## config.mk

```make
export PLATFORM = sky130hd
export DESIGN_NAME = mem_wb
export DESIGN_NICKNAME = d
export VERILOG_FILES = /design/src/verilog/rv64_backend_pkg.sv /design/src/verilog/mem_wb.sv
export VERILOG_INCLUDE_DIRS = /design/src /design/src/verilog
export SDC_FILE = /design/constraint.sdc
export NUM_CORES = 1
export LEC_CHECK = 0
export BUFFER_PORTS_ARGS = -buffer_cell sky130_fd_sc_hd__buf_2
export CORE_UTILIZATION = 30
export DETAILED_ROUTE_END_ITERATION = 16
export GPL_ROUTABILITY_DRIVEN = 0
export SYNTH_ARGS = -nofsm -noshare
export SYNTH_HDL_FRONTEND = slang
export SYNTH_SLANG_ARGS = --single-unit
```

## constraint.sdc

```tcl
create_clock -name clk -period 2.36 [get_ports clk]
set_clock_uncertainty 0.15 [all_clocks]
set_input_delay 0 -clock clk [delete_from_list [all_inputs] [get_ports clk]]
set_output_delay 0 -clock clk [all_outputs]
set_load 0.02 [all_outputs]
```

## src/verilog/rv64_backend_config.svh

```systemverilog
////////////////////////////////////////////////////////////////////////////
// back end parameters; DMEM_LAT must be 1 or more, DMEM_DEPTH a power of 2
// mem-op codes 8 and up are stores, 1 to 7 are loads
////////////////////////////////////////////////////////////////////////////
`ifndef RV64_BACKEND_CONFIG_SVH
`define RV64_BACKEND_CONFIG_SVH

`define RV_XLEN         64
`define RV_REG_ADDR_W   5
`define RV_DMEM_DEPTH   256
`define RV_DMEM_LAT     3

// bit positions in the hold vector
`define RV_STG_EX       2
`define RV_STG_MEM      3
`define RV_STG_WB       4

`define RV_MOP_NONE     4'd0
`define RV_MOP_LB       4'd1
`define RV_MOP_LH       4'd2
`define RV_MOP_LW       4'd3
`define RV_MOP_LD       4'd4
`define RV_MOP_LBU      4'd5
`define RV_MOP_LHU      4'd6
`define RV_MOP_LWU      4'd7
`define RV_MOP_SB       4'd8
`define RV_MOP_SH       4'd9
`define RV_MOP_SW       4'd10
`define RV_MOP_SD       4'd11

`define RV_EBREAK       32'h0010_0073

`endif

```

## src/verilog/rv64_backend_pkg.sv

```systemverilog
////////////////////////////////////////////////////////////////////////////
// shared types for the back end; widths come from the config header
////////////////////////////////////////////////////////////////////////////
`include "rv64_backend_config.svh"

package rv64_backend_pkg;

    typedef logic [`RV_XLEN-1:0]       xlen_t;
    typedef logic [63:0]               pc_t;
    typedef logic [31:0]               inst_t;
    typedef logic [`RV_REG_ADDR_W-1:0] reg_addr_t;
    typedef logic [3:0]                mem_op_t;
    // bit n set holds stage n, bit 0 is IF
    typedef logic [4:0]                stall_vec_t;

    // executed instruction entering the memory stage
    typedef struct packed {
        logic      valid;
        pc_t       pc;
        inst_t     inst;
        mem_op_t   mem_op;
        reg_addr_t rd_addr;
        logic      rd_ena;
        xlen_t     result;
        xlen_t     store_data;
    } ex_mem_t;

    // write back and commit record
    typedef struct packed {
        logic      valid;
        pc_t       pc;
        inst_t     inst;
        reg_addr_t rd_addr;
        logic      rd_ena;
        xlen_t     rd_data;
    } mem_wb_t;

    typedef enum logic [1:0] {
        RUN,
        MEM_WAIT,
        HALTED
    } ctrl_state_e;

endpackage

```

## src/verilog/mem_wb.sv

```systemverilog
////////////////////////////////////////////////////////////////////////////
// WB hold wins over MEM hold; a MEM hold alone inserts a bubble
////////////////////////////////////////////////////////////////////////////
`timescale 1ns/1ps
`include "rv64_backend_config.svh"

module mem_wb (
    input  logic                         clk,
    input  logic                         rst_n_i,
    input  rv64_backend_pkg::stall_vec_t stall_i,
    input  rv64_backend_pkg::mem_wb_t    mem_i,
    output rv64_backend_pkg::mem_wb_t    wb_o
);

    rv64_backend_pkg::mem_wb_t wb_d;
    logic                      hold_wb;
    logic                      hold_mem;

    assign hold_wb  = stall_i[`RV_STG_WB];
    assign hold_mem = stall_i[`RV_STG_MEM];

    always_comb begin
        if (hold_wb) begin
            // halted pipe keeps the last record
            wb_d = wb_o;
        end else if (hold_mem) begin
            // bubble while memory is busy
            wb_d = '0;
        end else begin
            wb_d = mem_i;
        end
    end

    always_ff @(posedge clk) begin
        if (!rst_n_i) begin
            wb_o <= '0;
        end else begin
            wb_o <= wb_d;
        end
    end

endmodule

```

## Word level (Yosys, flattened, before mapping)

Cells that the tools add are included.

| cells by class | value |
|---|---|
| multiplexer cells | 1 |

Operators with widths:

| cell | number |
|---|---|
| $mux W167 | 1 |

| word-level totals | value |
|---|---|
| register bits | 167 |
| output and inout port bits | 167 |
| word-level logic and storage cells | 7 |

## Longest topological paths before layout

| logic depth | value |
|---|---|
| depth in word-level cells | 1 |
| depth in mapped cells | 5 |
| gate-level depth less buffers | 2 |

## Worst setup path before layout

OpenSTA, ideal clock, no wires.

| path | value |
|---|---|
| path type | input to register |
| start point | input port stall_i[4] |
| end point | register wb_o[30] (netlist bit) |
| data arrival time | 0.770 ns |
| required time | 2.143 ns |
| path slack | 1.373 ns |
| cell stages on the path | 5 |
| path buffers | 3 |
| cell sequence | buf_6 or2_4 buf_6 buf_6 o21ai_2 |

RTL lines:

| item | line | source |
|---|---|---|
| start: declaration | mem_wb.sv:10 | `input rv64_backend_pkg::stall_vec_t stall_i,` |
| end signal: assignment | mem_wb.sv:38 | `wb_o <= wb_d;` |
| end: declaration | mem_wb.sv:12 | `output rv64_backend_pkg::mem_wb_t wb_o` |

## Worst setup path in the final report

| path | value |
|---|---|
| start point | input port stall_i[3] |
| end point | register wb_o[17] (netlist bit) |

| between the ends | value |
|---|---|
| cells in the longest elaborated chain, start to end | 1 |

Ends and longest elaborated chain:

| item | line | source |
|---|---|---|
| $mux W167 | mem_wb.sv:26 | `end else if (hold_mem) begin` |

Every way passes these cells.
A chain may end at the register's enable or synchronous reset.

==> impl_metrics.py <==
metrics = {
    "yosys": {
        "syn-instance-count": 742,
        "synth-seq-area-share_pct": 54.91,
        "yosys_register_bits": 167,
        "synth_fp_nets": 916,
        "ys_warn_count": 0,
        "yosysUniqueCellTypes": 14,
        "netlist_area_sq_mm": 0.006088,
        "syn_avg_cell_area_sq_um": 8.205,
    },
    "floorplan": {
        "die_area_sq_mm": 0.02087,
        "rows": 51,
        "die_y_um": 144.5,
        "die_w_um": 144.5,
        "ioPinCount": 341,
        "coreArea_sq_mm": 0.01965,
        "start_util_pct": 30.98,
    },
    "grt": {
        "antenna_found_initial": 0,
        "overflow": 0,
        "grt_max_degree": 169,
        "grt_pass1_vias": 6790,
        "grt_pass1_wl_mm": 32.78,
        "grt_usage_pct": 20.02,
    },
    "routing": {
        "vias": 7193,
        "ant_nets": 0,
        "dr.pass1.iters": 4,
        "wirelength_mm": 22.00,
        "vias_per_cell": 4.611,
        "drt_iter0_drc": 367,
        "drc_errors": 0,
        "wire_per_inst_um": 14.10,
        "highest_layer": "met4",
        "wl_met3_mm": 1.304,
        "wl_met1_mm": 8.766,
        "wl_met2_mm": 11.27,
    },
    "timing": {
        "fin_ws_ns": 0.2056,
        "rsz0062_at_grt": "false",
        "fin_crit_ns": 2.154,
        "slew_violations": 0,
        "finalHoldViolCount": 0,
        "finalSetupViolations": 0,
        "relSlewSlack_pct": 38.68,
        "finalSetupTns_ns": 0,
        "clock.fmax_mhz": 464.2,
        "fin_crit_sh_pct": 91.29,
        "tightest_slew_ns": 0.9199,
    },
    "power": {
        "ir_worst_vdd_mv": 0.4671,
        "finalPower_mw": 7.049,
        "p_leak_nw": 5.071,
        "powerDensity_mw_per_mm2": 641.8,
    },
    "layout": {
        "stdcell_area_sq_mm": 0.01098,
        "nFillCells": 1772,
        "multi_input_area_sq_mm": 0.002350,
        "largest-register": "wb_o",
        "largest_reg_flops": 167,
        "final_nets": 1457,
        "register_area_sq_mm": 0.003343,
        "diodes": 0,
        "syn_to_final_growth_pct": 80.39,
        "top_regs": "wb_o: 167 flops",
        "drive_gt1_share_pct": 29.81,
        "final_util_pct": 55.88,
    },
    "critical_path": {
        "worst_ep_required_time_ns": 2.52,
        "slowest_stage": "dlygate4sd3_1",
        "end_kind": "register",
        "crit_chain": "dlygate4sd3_1 -> buf_2 -> or2_4 -> buf_12 -> o21ai_0 -> dlygate4sd3_1",
        "slowest_delay_ns": 0.60,
        "critical_path.top_delay_family": "buffers and inverters",
        "path_max_fanout": 166,
        "cp-start-kind": "input pin",
        "cp.arrival_ns": 2.32,
        "path_buf_inv": 4,
        "path_class": "input pin to register",
        "ff2ff_path_depth": 3,
        "crit_top_cell": "dlygate4sd3_1",
        "cp.depth": 6,
    },
    "place": {
        "dp_slack_ns": 1.003,
        "hpwlAfterDp_mm": 11.56,
        "port_buffers": 337,
        "place_area_sq_mm": 0.007846,
    },
    "clock_network": {
        "clk_pin_slew_ns": 0.07,
        "clock_path_buffers": 2,
        "cts_tree": "done",
        "cts_resized": 0,
        "cts_made_buffers": 17,
        "h-tree-depth": 4,
        "clk_latency_ns": 0.41,
        "ctsRootBufferMaster": "clkbuf_16",
        "clock_sinks": 167,
    },
    "min_path": {
        "hold_class": "input pin to register",
        "hold_path_depth": 4,
    },
    "status": {
        "status": "complete, no violations",
    },
    "job": {
        "drv_cap": 0,
    },
}
-- repair_timing --
| item | 4_1_cts | 5_1_grt |
|---|---|---|
| setup buffers | 0 | 0 |
| hold buffers | 251 | 0 |
| endpoints found under the hold margin | 167 | 0 |
| endpoints found under the setup margin | 0 | 0 |
-- final timing paths --
check,slack (ns),endpoint,start
worst min-delay path,0.04,wb_o[47],stall_i[4]
worst min register to register,0.32,wb_o[91],wb_o[91]
worst max-delay path,0.21,wb_o[17],stall_i[3]
worst max register to register,0.97,wb_o[61],wb_o[61]
-- report_power, final --
group	internal, mW	leakage [nW]	switching (mW)
sequential	2.93	1.36	0.0543
combinational	0.528	3.41	0.545
clock	1.79	0.294	1.20
-- tightest hold or removal path, cell delays in order --
cell	delay, ns
buf_4	0.13
buf_12	0.24
nand3_1	0.13
o21ai_1	0.05
-- logic make-up after synthesis --
kind of cell,synth area share (%)
buf+inv,6.494
compound gates,14.41
flops,54.91
simple gates,24.19
-- area by class of cell --
cell class | count | area share, %
clock inverter | 12 | 1.743
sequential | 167 | 30.44
tap | 265 | 3.019
timing repair buffer | 596 | 39.46
multi-input combinational | 501 | 21.39
clock buffer | 19 | 3.942
-- placed cells by master (no fill, tap or decap) --
cell type,n
inv_8,2
o21ai_0,26
clkbuf_1,2
clkinv_4,1
o21ai_1,130
or2_4,1
buf_2,335
bufinv_16,4
nand3_1,166
dfxtp_1,167
nor4bb_1,1
inv_6,2
a31o_2,1
buf_8,1
dlygate4sd3_1,251
o21ai_2,10
clkbuf_16,17
buf_4,4
buf_12,5
nand2_1,166
clkinvlp_4,3
-- synth_stat cells (all sizes together) --
cell | count | area [sq um]
a31o | 1 | 8.760
buf | 36 | 252.7
clkbuf | 38 | 142.6
dfxtp | 167 | 3343
nand2 | 166 | 623.1
nand3 | 166 | 830.8
nor4bb | 1 | 10.01
o21ai | 166 | 868.3
or2 | 1 | 8.760
-- per-layer routing --
metal	track usage (%)	vias to the layer above
li1	-	3600
met1	21.64	3288
met2	36.21	254
met3	5.232	51
met4	9.307	0
met5	0	-
-- per-stage QoR --
stage	hold slack, ns	cells
floorplan	-0.01742	742
global placement	0.08587	1278
detailed placement	0.09067	1278
CTS	0.03378	1560
global route	0.07377	1560
finish	0.04263	1560
(Power assumes the default switching activity.)
