--- config.mk ---
export PLATFORM = sky130hd
export DESIGN_NAME = regfile
export DESIGN_NICKNAME = d
export VERILOG_FILES = /design/src/verilog/rv64_backend_pkg.sv /design/src/verilog/regfile.sv
export VERILOG_INCLUDE_DIRS = /design/src /design/src/verilog
export SDC_FILE = /design/constraint.sdc
export NUM_CORES = 2
export LEC_CHECK = 0
export BUFFER_PORTS_ARGS = -buffer_cell sky130_fd_sc_hd__buf_2
export CAP_MARGIN = 20
export CELL_PAD_IN_SITES_DETAIL_PLACEMENT = 1
export CELL_PAD_IN_SITES_GLOBAL_PLACEMENT = 2
export CORE_ASPECT_RATIO = 1.75
export CORE_UTILIZATION = 50
export CTS_CLUSTER_DIAMETER = 100
export DETAILED_ROUTE_END_ITERATION = 16
export PLACE_DENSITY_LB_ADDON = 0.08
export SLEW_MARGIN = 20
export SYNTH_ARGS = -nofsm -noshare
export SYNTH_HDL_FRONTEND = slang
export SYNTH_SLANG_ARGS = --single-unit
--- constraint.sdc ---
create_clock -name clk -period 11.05 [get_ports clk]
set_clock_uncertainty 0.1 [all_clocks]
set_input_delay 1.6575 -clock clk [delete_from_list [all_inputs] [get_ports clk]]
set_output_delay 1.6575 -clock clk [all_outputs]
set_load 0.02 [all_outputs]
--- src/verilog/rv64_backend_config.svh ---
////////////////////////////////////////////////////////////////////////////
// back end parameters; DMEM_LAT must be 1 or more, DMEM_DEPTH a power of 2
// mem-op codes 8 and up are stores, 1 to 7 are loads
////////////////////////////////////////////////////////////////////////////
`ifndef RV64_BACKEND_CONFIG_SVH
`define RV64_BACKEND_CONFIG_SVH

`define RV_XLEN         64
`define RV_REG_ADDR_W   5
`define RV_DMEM_DEPTH   256
`define RV_DMEM_LAT     3

// bit positions in the hold vector
`define RV_STG_EX       2
`define RV_STG_MEM      3
`define RV_STG_WB       4

`define RV_MOP_NONE     4'd0
`define RV_MOP_LB       4'd1
`define RV_MOP_LH       4'd2
`define RV_MOP_LW       4'd3
`define RV_MOP_LD       4'd4
`define RV_MOP_LBU      4'd5
`define RV_MOP_LHU      4'd6
`define RV_MOP_LWU      4'd7
`define RV_MOP_SB       4'd8
`define RV_MOP_SH       4'd9
`define RV_MOP_SW       4'd10
`define RV_MOP_SD       4'd11

`define RV_EBREAK       32'h0010_0073

`endif

--- src/verilog/rv64_backend_pkg.sv ---
////////////////////////////////////////////////////////////////////////////
// shared types for the back end; widths come from the config header
////////////////////////////////////////////////////////////////////////////
`include "rv64_backend_config.svh"

package rv64_backend_pkg;

    typedef logic [`RV_XLEN-1:0]       xlen_t;
    typedef logic [63:0]               pc_t;
    typedef logic [31:0]               inst_t;
    typedef logic [`RV_REG_ADDR_W-1:0] reg_addr_t;
    typedef logic [3:0]                mem_op_t;
    // bit n set holds stage n, bit 0 is IF
    typedef logic [4:0]                stall_vec_t;

    // executed instruction entering the memory stage
    typedef struct packed {
        logic      valid;
        pc_t       pc;
        inst_t     inst;
        mem_op_t   mem_op;
        reg_addr_t rd_addr;
        logic      rd_ena;
        xlen_t     result;
        xlen_t     store_data;
    } ex_mem_t;

    // write back and commit record
    typedef struct packed {
        logic      valid;
        pc_t       pc;
        inst_t     inst;
        reg_addr_t rd_addr;
        logic      rd_ena;
        xlen_t     rd_data;
    } mem_wb_t;

    typedef enum logic [1:0] {
        RUN,
        MEM_WAIT,
        HALTED
    } ctrl_state_e;

endpackage

--- src/verilog/regfile.sv ---
////////////////////////////////////////////////////////////////////////////
// reads are combinational and return the old value during a write
////////////////////////////////////////////////////////////////////////////
`timescale 1ns/1ps
`include "rv64_backend_config.svh"

module regfile (
    input  logic                        clk,
    input  logic                        rst_n_i,
    input  rv64_backend_pkg::mem_wb_t   wb_i,
    input  rv64_backend_pkg::reg_addr_t rs_addr_i,
    output rv64_backend_pkg::xlen_t     rs_data_o,
    output rv64_backend_pkg::xlen_t     a0_data_o
);

    localparam int NREGS = 1 << `RV_REG_ADDR_W;
    localparam rv64_backend_pkg::reg_addr_t A0_ADDR = 5'd10;

    rv64_backend_pkg::xlen_t regs_q [NREGS];
    logic                    wr_en;

    // x0 is never written
    assign wr_en = wb_i.valid && wb_i.rd_ena && (wb_i.rd_addr != '0);

    always_ff @(posedge clk) begin
        if (!rst_n_i) begin
            for (int i = 0; i < NREGS; i++) begin
                regs_q[i] <= '0;
            end
        end else if (wr_en) begin
            regs_q[wb_i.rd_addr] <= wb_i.rd_data;
        end
    end

    assign rs_data_o = (rs_addr_i == '0) ? '0 : regs_q[rs_addr_i];
    // trap code source
    assign a0_data_o = regs_q[A0_ADDR];

endmodule

# After elaboration in Yosys (flattened, before gate mapping)
# Memories as Yosys holds them, arrays and structs flattened.
# Index checks and enable logic that the tools add are counted.
# Widths: inputs -> output; s select.
[op_classes] mux=8 reduce_logical=5
[op_table] operator="$mux 64" n=2
[op_table] operator="$reduce_or 64->1" n=1
[op_table] operator="$logic_not 5->1" n=1
[op_table] operator="$mux 1" n=5
[op_table] operator="$mux 5" n=1
[op_table] operator="$reduce_bool 5->1" n=1
[op_table] operator="$logic_and 1x1->1" n=2
[totals] in_bits=174 elab_cells=14 regBits=0 ramBits=2048 mem_count=1 out_inout_bits=128
[memory_table] memory="regs_q" depth=32 width=64 read_ports=2 rd_ports_with_merged_regs=0 write_ports=32 line_no="regfile.sv:19" source="rv64_backend_pkg::xlen_t regs_q [NREGS];"

# Depth between registers and ports, before layout
[logic_depth] ltp_word=7 depth_mapped=10 ltp_nobuf=5

# Least setup slack after synthesis
# No wires, ideal clock.
[synth_timing] path_kind="input to register" from="input port wb_i[68] in the netlist's numbering" to="memory regs_q[1][0] in the netlist's numbering, enable pin" path_slack_ns=3.566 stages=3 setup_time_ns=0.575 path_buffers=1 arrival_ns=6.809 required_time_ns=10.375 cell_sequence="clkbuf_1 > or3_1 > o21ai_0"
[synth_rtl] element="from (decl)" line_no="regfile.sv:10" source="input rv64_backend_pkg::mem_wb_t wb_i,"
[synth_rtl] element="to (decl)" line_no="regfile.sv:19"

# Worst setup path in the final report
[layout_timing] from="input port rs_addr_i[1]" to="output port rs_data_o[53]"
[layout_between] elab_chain_len=2 word_cells_on_any_way=3 cone_classes="mux (1); reduce/logical (1); memory (1)"
[layout_lines] element="from (decl)" line_no="regfile.sv:11" source="input rv64_backend_pkg::reg_addr_t rs_addr_i,"
[layout_lines] element="$mem_v2 32x64 / $logic_not 5->1 (equally long branches)"
[layout_lines] element="$mux 64 (*)" line_no="regfile.sv:35" source="assign rs_data_o = (rs_addr_i == '0) ? '0 : regs_q[rs_addr_i];"
[layout_lines] element="to (decl)" line_no="regfile.sv:12" source="output rv64_backend_pkg::xlen_t rs_data_o,"
# Every way passes the cells marked *; elsewhere a longest branch is shown, timed or not.

==> results.txt <==
hpwl dp - 164.8 mm
largest net degree at the start of global routing - 132
max reg flops - 2025
via count - 52578
grt total ovfl - 0
Sequential Power Share - 53.3%
most frequent cells in the layout - edfxtp_1, and2_1, mux4_2
Boundary Pins - 302
Synth Area in Compound Gates - 1.745%
Int Pwr - 12.88 mW
first-pass GRT wire length - 420.5 mm
Post-CTS Resized - 0
Die ar. - 184900 sq um
DRC violations left - 0
post-route setup slack - 3.881 ns
CTS max path bufs - 4
Slew @ Worst Pin - 1.259 ns
Port Buf Inserts - 205
CTS tree - yes
Switching Power - 3.926 mW
Vias/cell - 6.270
RD Place Congestion - 0.7988
top flop regs - regs_q (2025)
critical path's top delay family - buffers and inverters
Worst-path clk slew - 0.06 ns
initial drt markers - 6426
commonest non-fill, non-tap cell in the layout - edfxtp_1
Die Wd - 325.5 um
syn_area_per_cell - 15.65 sq um
status - completed
Critical Path AT - 5.41 ns
nature of the critical path endpoint - output port
largest family of logic cells by synthesized area - simple AND/OR/NAND/NOR gates
Synth Area in XOR/XNOR - 0%
switching share of power - 23.36%
fin util - 55.45%
antenna-violating nets left - 0
minimum clock period - 7.169 ns
max incr delay on CP - 0.83 ns
count of cell types in the netlist - 39
RSZ-0062 raised after global routing - false
CTS buffer count - 193
Final Setup Violations - 0
Worst IR Drop VDD - 0.0001280 V
Fmax - 0.1395 GHz
Hold Crit Class - in -> reg
Cells after Synth - 5853
simple-gate portion of the synthesized area - 15.37%
area share of fa/ha/maj cells after synthesis - 0%
top_reg_cell synth - edfxtp_1
asr flop ratio synth - 0%
Lkg Pwr - 34.99 nW
final hold slack - 1.331 ns
part of the power in combinational logic - 8.3%
Initial Utilization - 50.36%
register area share after synthesis - 66.41%
drt pass-1 iters - 5
final hold vios - 0
number of synthesized flops with an enable pin - 2025
largest reg by FF count - regs_q
crit path buf inv count - 4
synthesis-to-layout area growth - 10.10%
Num Clock Sinks - 2025
worst-path maximum fanout - 131
Final Max Slew Viols - 0
Critical Path, Cell by Cell - buf_8 > buf_12 > buf_4 > mux4_2 > a22oi_1 > nand3_1 > a21oi_1 > o21ai_1 > buf_2
clock power share - 38.4%
CP Launch Type - input port
die height - 568.1 um
FF+latch count, synth - 2025
CP max stage cell - buf_4
Final TNS setup - 0 ns
pre-CTS setup slack - 4.007 ns
Worst slew margin - 13.89%
CP required - 9.29 ns
core area - 181800 sq um
share of layout cells above drive strength 1 - 19.20%
initial antenna violation count - 39
# nets final - 6008
Power per Cell Area - 166.7 nW/um^2
Post-CTS Setup Inserts - 0
synth warn - 0
final worst path period share - 64.88%
vias in the first global route - 55853
mux cell area share after synthesis - 13.70%
clk root buf - clkbuf_16
Max Cap Violations - 0
GRT Total Usage - 32.57%
Syn Std Cell Area - 91570 sq um
htree depth - 4
Std-Cell Rows - 207
cts hold-fix bufs - 0
drt wl/cell - 35.80 um
Post-Route WL - 300.2 mm
WS Path Type - in -> out
synthesized netlist by cell type (24+ instances only):
| master | count | area (sq um) |
|---|---|---|
| clkbuf_1 | 439 | 1648 |
| mux2_2 | 33 | 371.6 |
| a22oi_1 | 54 | 405.4 |
| o22ai_1 | 24 | 150.1 |
| edfxtp_1 | 2025 | 60810 |
| and2_1 | 1984 | 12410 |
| o21ai_0 | 34 | 170.2 |
| nand2_1 | 31 | 116.4 |
| mux4_2 | 463 | 10430 |
| mux2i_1 | 174 | 1742 |
| nand3b_1 | 43 | 322.8 |
| o21ai_1 | 39 | 195.2 |
| nand3_1 | 83 | 415.4 |
| nor2_1 | 91 | 341.6 |
| buf_4 | 33 | 247.7 |
| a21oi_1 | 53 | 265.3 |
| buf_2 | 93 | 465.5 |
worst paths after layout:
path / slack, ns / end / depth (start not counted) / from
worst max-delay path: 3.88 / rs_data_o[53] / 9 / rs_addr_i[1]
worst min-delay path: 1.33 / regs_q[10][63] / 2 / wb_i[63]
layer usage:
metal  GRT usage (%)  up-vias  share of wire, %
met2           58.28     2282                52
met1           41.39    28420                38
li1                -    21370                 -
met4           9.935       10               3.1
met5               0        -             0.022
met3           3.793      496               6.9
metrics by stage:
stage               total power, mW  std cells  cell area, sq um
finish                        16.81       8386            100800
detailed placement            10.52       8042             94930
floorplan                     9.942       5893             91720
CTS                           16.89       8378            100800
global placement              10.47       8040             94870
global route                  17.21       8379            100800
power groups by stage:
stage | Clock, mW | Sequential, mW | Combinational (mW)
after floorplan | 0 | 9.13 | 0.816
after global placement | 0 | 9.09 | 1.38
after detailed placement | 0 | 9.13 | 1.39
after CTS | 6.53 | 8.97 | 1.39
after global routing | 6.76 | 8.99 | 1.45
final | 6.45 | 8.97 | 1.39
cell type report:
class	count	area (sq um)
Inverter	2	7.507
Antenna cell	8	20.02
Clock buffer	245	5110
Tap cell	2403	3007
Sequential cell	2025	60810
Timing Repair Buffer	336	2187
Fill cell	16700	81000
Multi-Input combinational cell	3276	28920
Clock inverter	91	755.7
logic make-up (layout without fill, tap and decap cells):
| kind of cell | after synthesis | after routing |
|---|---|---|
| and+or+nand+nor | 2311 | 2311 |
| DFF | 2025 | 2025 |
| muxes | 670 | 670 |
| buffers and inverters | 592 | 674 |
| AOI/OAI and AO/OA | 254 | 254 |
| other | 1 | 49 |
Power figures use the tool's default switching activity.
