==> config.mk <==
export PLATFORM = sky130hd
export DESIGN_NAME = commit_trap
export DESIGN_NICKNAME = d
export VERILOG_FILES = /design/src/verilog/rv64_backend_pkg.sv /design/src/verilog/commit_trap.sv
export VERILOG_INCLUDE_DIRS = /design/src /design/src/verilog
export SDC_FILE = /design/constraint.sdc
export NUM_CORES = 1
export LEC_CHECK = 0
export BUFFER_PORTS_ARGS = -buffer_cell sky130_fd_sc_hd__buf_4
export CAP_MARGIN = 20
export CORE_AREA = 2 2 183 185
export CTS_BUF_LIST = sky130_fd_sc_hd__clkbuf_4 sky130_fd_sc_hd__clkbuf_8
export DETAILED_ROUTE_END_ITERATION = 6
export DIE_AREA = 0 0 185 187
export PLACE_DENSITY_LB_ADDON = 0.12
export SYNTH_ARGS = -nofsm -noshare
export SYNTH_HDL_FRONTEND = slang
export SYNTH_SLANG_ARGS = --single-unit
export TNS_END_PERCENT = 10
==> constraint.sdc <==
create_clock -name clk -period 1.6 [get_ports clk]
set_input_delay 0.08 -clock clk [delete_from_list [all_inputs] [get_ports clk]]
set_output_delay 0.08 -clock clk [all_outputs]
set_load 0.03 [all_outputs]
==> src/verilog/rv64_backend_config.svh <==
////////////////////////////////////////////////////////////////////////////
// back end parameters; DMEM_LAT must be 1 or more, DMEM_DEPTH a power of 2
// mem-op codes 8 and up are stores, 1 to 7 are loads
////////////////////////////////////////////////////////////////////////////
`ifndef RV64_BACKEND_CONFIG_SVH
`define RV64_BACKEND_CONFIG_SVH

`define RV_XLEN         64
`define RV_REG_ADDR_W   5
`define RV_DMEM_DEPTH   256
`define RV_DMEM_LAT     3

// bit positions in the hold vector
`define RV_STG_EX       2
`define RV_STG_MEM      3
`define RV_STG_WB       4

`define RV_MOP_NONE     4'd0
`define RV_MOP_LB       4'd1
`define RV_MOP_LH       4'd2
`define RV_MOP_LW       4'd3
`define RV_MOP_LD       4'd4
`define RV_MOP_LBU      4'd5
`define RV_MOP_LHU      4'd6
`define RV_MOP_LWU      4'd7
`define RV_MOP_SB       4'd8
`define RV_MOP_SH       4'd9
`define RV_MOP_SW       4'd10
`define RV_MOP_SD       4'd11

`define RV_EBREAK       32'h0010_0073

`endif

==> src/verilog/rv64_backend_pkg.sv <==
////////////////////////////////////////////////////////////////////////////
// shared types for the back end; widths come from the config header
////////////////////////////////////////////////////////////////////////////
`include "rv64_backend_config.svh"

package rv64_backend_pkg;

    typedef logic [`RV_XLEN-1:0]       xlen_t;
    typedef logic [63:0]               pc_t;
    typedef logic [31:0]               inst_t;
    typedef logic [`RV_REG_ADDR_W-1:0] reg_addr_t;
    typedef logic [3:0]                mem_op_t;
    // bit n set holds stage n, bit 0 is IF
    typedef logic [4:0]                stall_vec_t;

    // executed instruction entering the memory stage
    typedef struct packed {
        logic      valid;
        pc_t       pc;
        inst_t     inst;
        mem_op_t   mem_op;
        reg_addr_t rd_addr;
        logic      rd_ena;
        xlen_t     result;
        xlen_t     store_data;
    } ex_mem_t;

    // write back and commit record
    typedef struct packed {
        logic      valid;
        pc_t       pc;
        inst_t     inst;
        reg_addr_t rd_addr;
        logic      rd_ena;
        xlen_t     rd_data;
    } mem_wb_t;

    typedef enum logic [1:0] {
        RUN,
        MEM_WAIT,
        HALTED
    } ctrl_state_e;

endpackage

==> src/verilog/commit_trap.sv <==
////////////////////////////////////////////////////////////////////////////
// first committed EBREAK ends all commits; trap code held until reset
////////////////////////////////////////////////////////////////////////////
`timescale 1ns/1ps
`include "rv64_backend_config.svh"

module commit_trap (
    input  logic                      clk,
    input  logic                      rst_n_i,
    input  rv64_backend_pkg::mem_wb_t wb_i,
    input  rv64_backend_pkg::xlen_t   a0_data_i,
    output rv64_backend_pkg::mem_wb_t commit_o,
    output logic                      trap_hit_o,
    output rv64_backend_pkg::xlen_t   trap_code_o
);

    rv64_backend_pkg::mem_wb_t rec_q;
    logic                      commit_valid_q;
    logic                      trap_done_q;

    // one pulse, WB keeps the ebreak afterwards
    assign trap_hit_o = wb_i.valid && (wb_i.inst == `RV_EBREAK) && !trap_done_q;

    always_ff @(posedge clk) begin
        if (!rst_n_i) begin
            commit_valid_q <= 1'b0;
            trap_done_q    <= 1'b0;
            trap_code_o    <= '0;
        end else begin
            commit_valid_q <= wb_i.valid && !trap_done_q;
            if (trap_hit_o) begin
                trap_done_q <= 1'b1;
                trap_code_o <= a0_data_i;
            end
        end
    end

    always_ff @(posedge clk) begin
        rec_q <= wb_i;
    end

    always_comb begin
        commit_o       = rec_q;
        commit_o.valid = commit_valid_q;
    end

endmodule

# == Word level (Yosys, flattened, before mapping) ==
# Cells that the tools add are included.
# totals
regBits,232
latch_bits,0
mem_bits_rw,0
romBits,0
input_bits,233
out_inout_bits,232
wordCells,13
n_memories,0
# classes
addsub,0
multipliers,0
div,0
n_lt_le_gt_ge,0
eq_ne,1
shifts,0
muxes,0
bitwise_logic,0
n_reduce_logical,4
# op_table
op,count
$eq 32x21->1 const B,1
$logic_and 1x1->1,3
$logic_not 1->1,1

# == Logic depth before layout (Yosys ltp) ==
# logic_depth
word_depth,3
mapped_depth,6
depth_no_buf,4

# == Worst setup path after synthesis ==
# Ideal clock, no wire load.
# synth_path
kind,in2reg
start,input port wb_i[93] (netlist bit)
end,register trap_code_o[55]
setup_time_ns,0.072
arrival_time_ns,1.434
required_ns,1.528
setup_slack_ns,0.094
stages,5
path_buffers,2
path_cell_list,or4_1 nor4_2 buf_6 buf_6 mux2i_1
# synth_via
elab_chain_len,3
# synth_rtl
item,line,rtl
from (decl),commit_trap.sv:10,"input rv64_backend_pkg::mem_wb_t wb_i,"
$eq 32x21->1 (no line),n/a,
$logic_and 1x1->1 (2 in a row),commit_trap.sv:22,assign trap_hit_o = wb_i.valid && (wb_i.inst == `RV_EBREAK) && !trap_done_q;
net trap_hit_o,commit_trap.sv:13,"output logic trap_hit_o,"
to (signal assigned),commit_trap.sv:33,trap_code_o <= a0_data_i;
to (decl),commit_trap.sv:14,output rv64_backend_pkg::xlen_t trap_code_o
# The timed path passes the listed nets, and every way through them passes these cells.
# A chain may end at the register's enable or synchronous reset.

# == Final worst setup path ==
# layout_path
start,register trap_done_q
end,output port trap_hit_o
# layout_via
elab_chain_len,2
# layout_rtl
item,line,rtl
from (decl),commit_trap.sv:19,logic trap_done_q;
from (signal assigned),commit_trap.sv:27,trap_done_q <= 1'b0;
from (signal assigned),commit_trap.sv:32,trap_done_q <= 1'b1;
$logic_not 1->1,commit_trap.sv:22,
$logic_and 1x1->1,commit_trap.sv:22,
to (decl),commit_trap.sv:13,
# Every way passes these cells.

==> reports/qor.json <==
{
  "cts": {
    "numClockSinks": 232,
    "clock_insertion_delay_worst_skew_ns": 0.55,
    "ctsRootBufferMaster": "sky130_fd_sc_hd__clkbuf_8",
    "number_of_clock_buffers_inserted_by_tritoncts": 44,
    "path_clk_slew_ns": 0.06,
    "cts_buffer_depth": 3,
    "cts_tree": "yes",
    "htree_num_levels": 2
  },
  "timing": {
    "slew-limit-headroom_pct": 72.21,
    "grt_setup_unrepaired": "true",
    "fmaxAchievable_ghz": 0.5410,
    "max_slew_violation_total_from_the_final_report": 0,
    "final_period_minus_worst_setup_slack_ns": 1.848,
    "hold_violations": 0,
    "worst_clock_skew_ns": 0.02821,
    "finalCritPeriodShare_pct": 115.5,
    "setup_violations": 60,
    "worst_slack_ns": -0.2485,
    "timing_worst_slew_pin_value_ns": 0.4130
  },
  "floorplanning": {
    "core.rowCount": 67,
    "initial_core_util_pct": 18.29,
    "die_area_um2": 34600,
    "std_cell_core_area_um2": 32860,
    "io-pin-count": 465,
    "fp.dieW_um": 185,
    "die_height_um": 187
  },
  "routing": {
    "postRouteWirelength_um": 25940,
    "routed-via-count": 6078,
    "routed_wire_length_per_instance_um": 15.22,
    "drt_first_iter_violations": 146,
    "route.antenna.remaining_nets": 0,
    "drt-vias-per-instance": 3.567,
    "dr.pass1.iters": 4,
    "drt_drc_violations_left": 0
  },
  "synth": {
    "syn_area_um2": 6010,
    "ys_top_cells_by_count": "232 x sky130_fd_sc_hd__dfxtp_1, 128 x sky130_fd_sc_hd__nand2_1, 64 x sky130_fd_sc_hd__mux2i_1",
    "avgSynthCellArea_um2": 13.06,
    "ys_top_cells_by_area": "sky130_fd_sc_hd__dfxtp_1 77%, sky130_fd_sc_hd__mux2i_1 11%, sky130_fd_sc_hd__nand2_1 8.0%",
    "count_of_flip_flops_with_a_built_in_enable_after_synthesis": 0,
    "synthesis.nets": 693,
    "netlist-cell-type-count": 17,
    "synth_seq_cells": 232,
    "synthesis.instances": 460,
    "ys_seq_area_share_pct": 77.29,
    "post-synth-top-area-cell": "sky130_fd_sc_hd__dfxtp_1",
    "ys.warnings.count": 0,
    "synth_top_cell_area_share_pct": 77.29,
    "synth.most_common_cell": "sky130_fd_sc_hd__dfxtp_1",
    "dominantRegCellSynth": "sky130_fd_sc_hd__dfxtp_1",
    "async_flop_share_pct": 0
  },
  "power": {
    "vdd_drop_max_uv": 788.3,
    "total_power_per_unit_cell_area_nw_per_um2": 1023,
    "leakage_uw": 0.006242,
    "power.total_uw": 13930
  },
  "layout": {
    "nets": 1461,
    "final_layout_size_suffix_gt1_share_pct": 45.98,
    "multi_input_comb_area_um2": 1242,
    "register_area_um2": 4646,
    "fin_cells": 1704,
    "area_growth_syn_to_layout_pct": 126.7,
    "nFillCells": 3187,
    "finalCoreUtilization_pct": 41.46
  },
  "placed_design": {
    "dp.cells": 1384,
    "port_buffers": 464,
    "detailedPlacementHpwl_um": 19110,
    "gp_congestion": 0.8118
  },
  "outcome": {
    "violations": "negative setup slack",
    "status": "finished with violations"
  },
  "grt": {
    "antenna_found_initial": 1,
    "grt_usage_pct": 14.51,
    "vias_in_the_first_global_route": 6640,
    "grt_pass1_wl_um": 37630,
    "pin_count_of_the_biggest_net_entering_global_routing": 41,
    "grt-ovfl-total": 0
  },
  "worst_setup_path": {
    "critical_path_buf_inv_count": 3,
    "timing.critical_path.to_type": "output pin",
    "worst_ep_arrival_time_ns": 1.77,
    "timing.critical_path.required_ns": 1.52,
    "setup.worst_path.start_class": "flop",
    "critical_path.max_stage_delay_ns": 0.31,
    "worst_path_max_delay_cell": "sky130_fd_sc_hd__dfxtp_2",
    "critPathKind": "reg -> out",
    "crit_chain": "nand3b_1 -> nor4_4 -> buf_12 -> buf_12 -> buf_8",
    "crit_path_frequent_cell": "sky130_fd_sc_hd__buf_12",
    "path_delay_family": "simple AND/OR/NAND/NOR gates",
    "regToRegSetupSlack_ns": -0.20,
    "maximum_fanout_encountered_on_the_critical_timing_path": 2
  },
  "job": {
    "cap_violations": 0
  },
  "hold_path": {
    "worstHoldPathType": "in -> reg"
  }
}
[stage by stage]
| stage | area, µm² | TNS, ns | hold slack [ns] | worst slack [ns] |
|---|---|---|---|---|
| after floorplan | 6010 | 0 | 0.1077 | 0.09419 |
| after global placement | 10250 | -29.36 | 0.1842 | -0.4753 |
| after detailed placement | 10250 | -30.28 | 0.1854 | -0.4939 |
| after CTS | 13620 | -12.36 | 0.1094 | -0.2983 |
| after global routing | 13620 | -18.83 | 0.1165 | -0.3682 |
| final | 13620 | -9.961 | 0.1627 | -0.2485 |
[cells by family (layout without fill, tap and decap cells)]
kind of cell | Yosys count | in the layout | synth area share (%)
buf+inv | 22 | 817 | 2.186
mux | 64 | 64 | 10.66
other cells | 0 | 1 | 0
compound gates | 1 | 1 | 0.1250
flops | 232 | 232 | 77.28
simple gates | 141 | 141 | 9.744
[power by group]
part	leakage [µW]	switching, µW	total (µW)	internal, µW
Combinational	0.00382	865	1930	1060
Clock	0.000485	2460	5930	3470
Sequential	0.00193	64.1	6070	6010
Total	0.00624	3390	13900	10500
[metal layers]
| layer | track usage, % | vias to the layer above | routed length (µm) |
|---|---|---|---|
| met5 | 0 | - | 0 |
| met4 | 6.349 | 0 | 869 |
| met3 | 5.900 | 56 | 2426 |
| met2 | 24.73 | 284 | 12680 |
| met1 | 15.74 | 2715 | 9962 |
| li1 | - | 3023 | - |
[timing repair]
| item | CTS | global route |
|---|---|---|
| hold endpoints to repair | 231 | 0 |
| gates resized for setup | 3 | 0 |
| pin swaps | 1 | 0 |
| setup endpoints to repair | 2 | 63 |
| hold buffers | 243 | 0 |
| buffers inserted | 3 | 0 |
| cloned | 0 | 0 |
[sequential cells by signal, indices dropped and copies added (netlist names)]
register,cells
commit_o,166
trap_code_o,64
trap_done_q,1
commit_valid_q,1
[worst paths after layout]
kind / from / to / cells past startpoint
min: wb_i[65] / commit_o[65] / 2
max reg2reg: trap_done_q / trap_code_o[17] / 6
max: trap_done_q / trap_hit_o / 5
min reg2reg: trap_code_o[4] / trap_code_o[4] / 2
[layout make-up]
cell class              instances  area share, %
clock buffers                  66          6.117
repair buffers                744          45.98
diodes                          1        0.01837
clock inverters                 7         0.5511
multi-input cells             206          9.120
flip-flops and latches        232          34.10
well taps                     448          4.115
[cell usage in the layout, fill, tap and decap left out, drive strengths merged]
master	Yosys	routed
clkinv	0	5
nor4b	2	2
inv	0	1
nor2	1	1
mux2i	64	64
or4	1	1
nand4	2	2
nor4	4	4
diode	0	1
nand3b	1	1
buf	8	501
and3b	1	1
nand2	128	128
nor4bb	1	1
clkbuf	14	66
o21a	1	1
dlygate4sd3	0	243
dfxtp	232	232
bufinv	0	1
(Power assumes the default switching activity.)
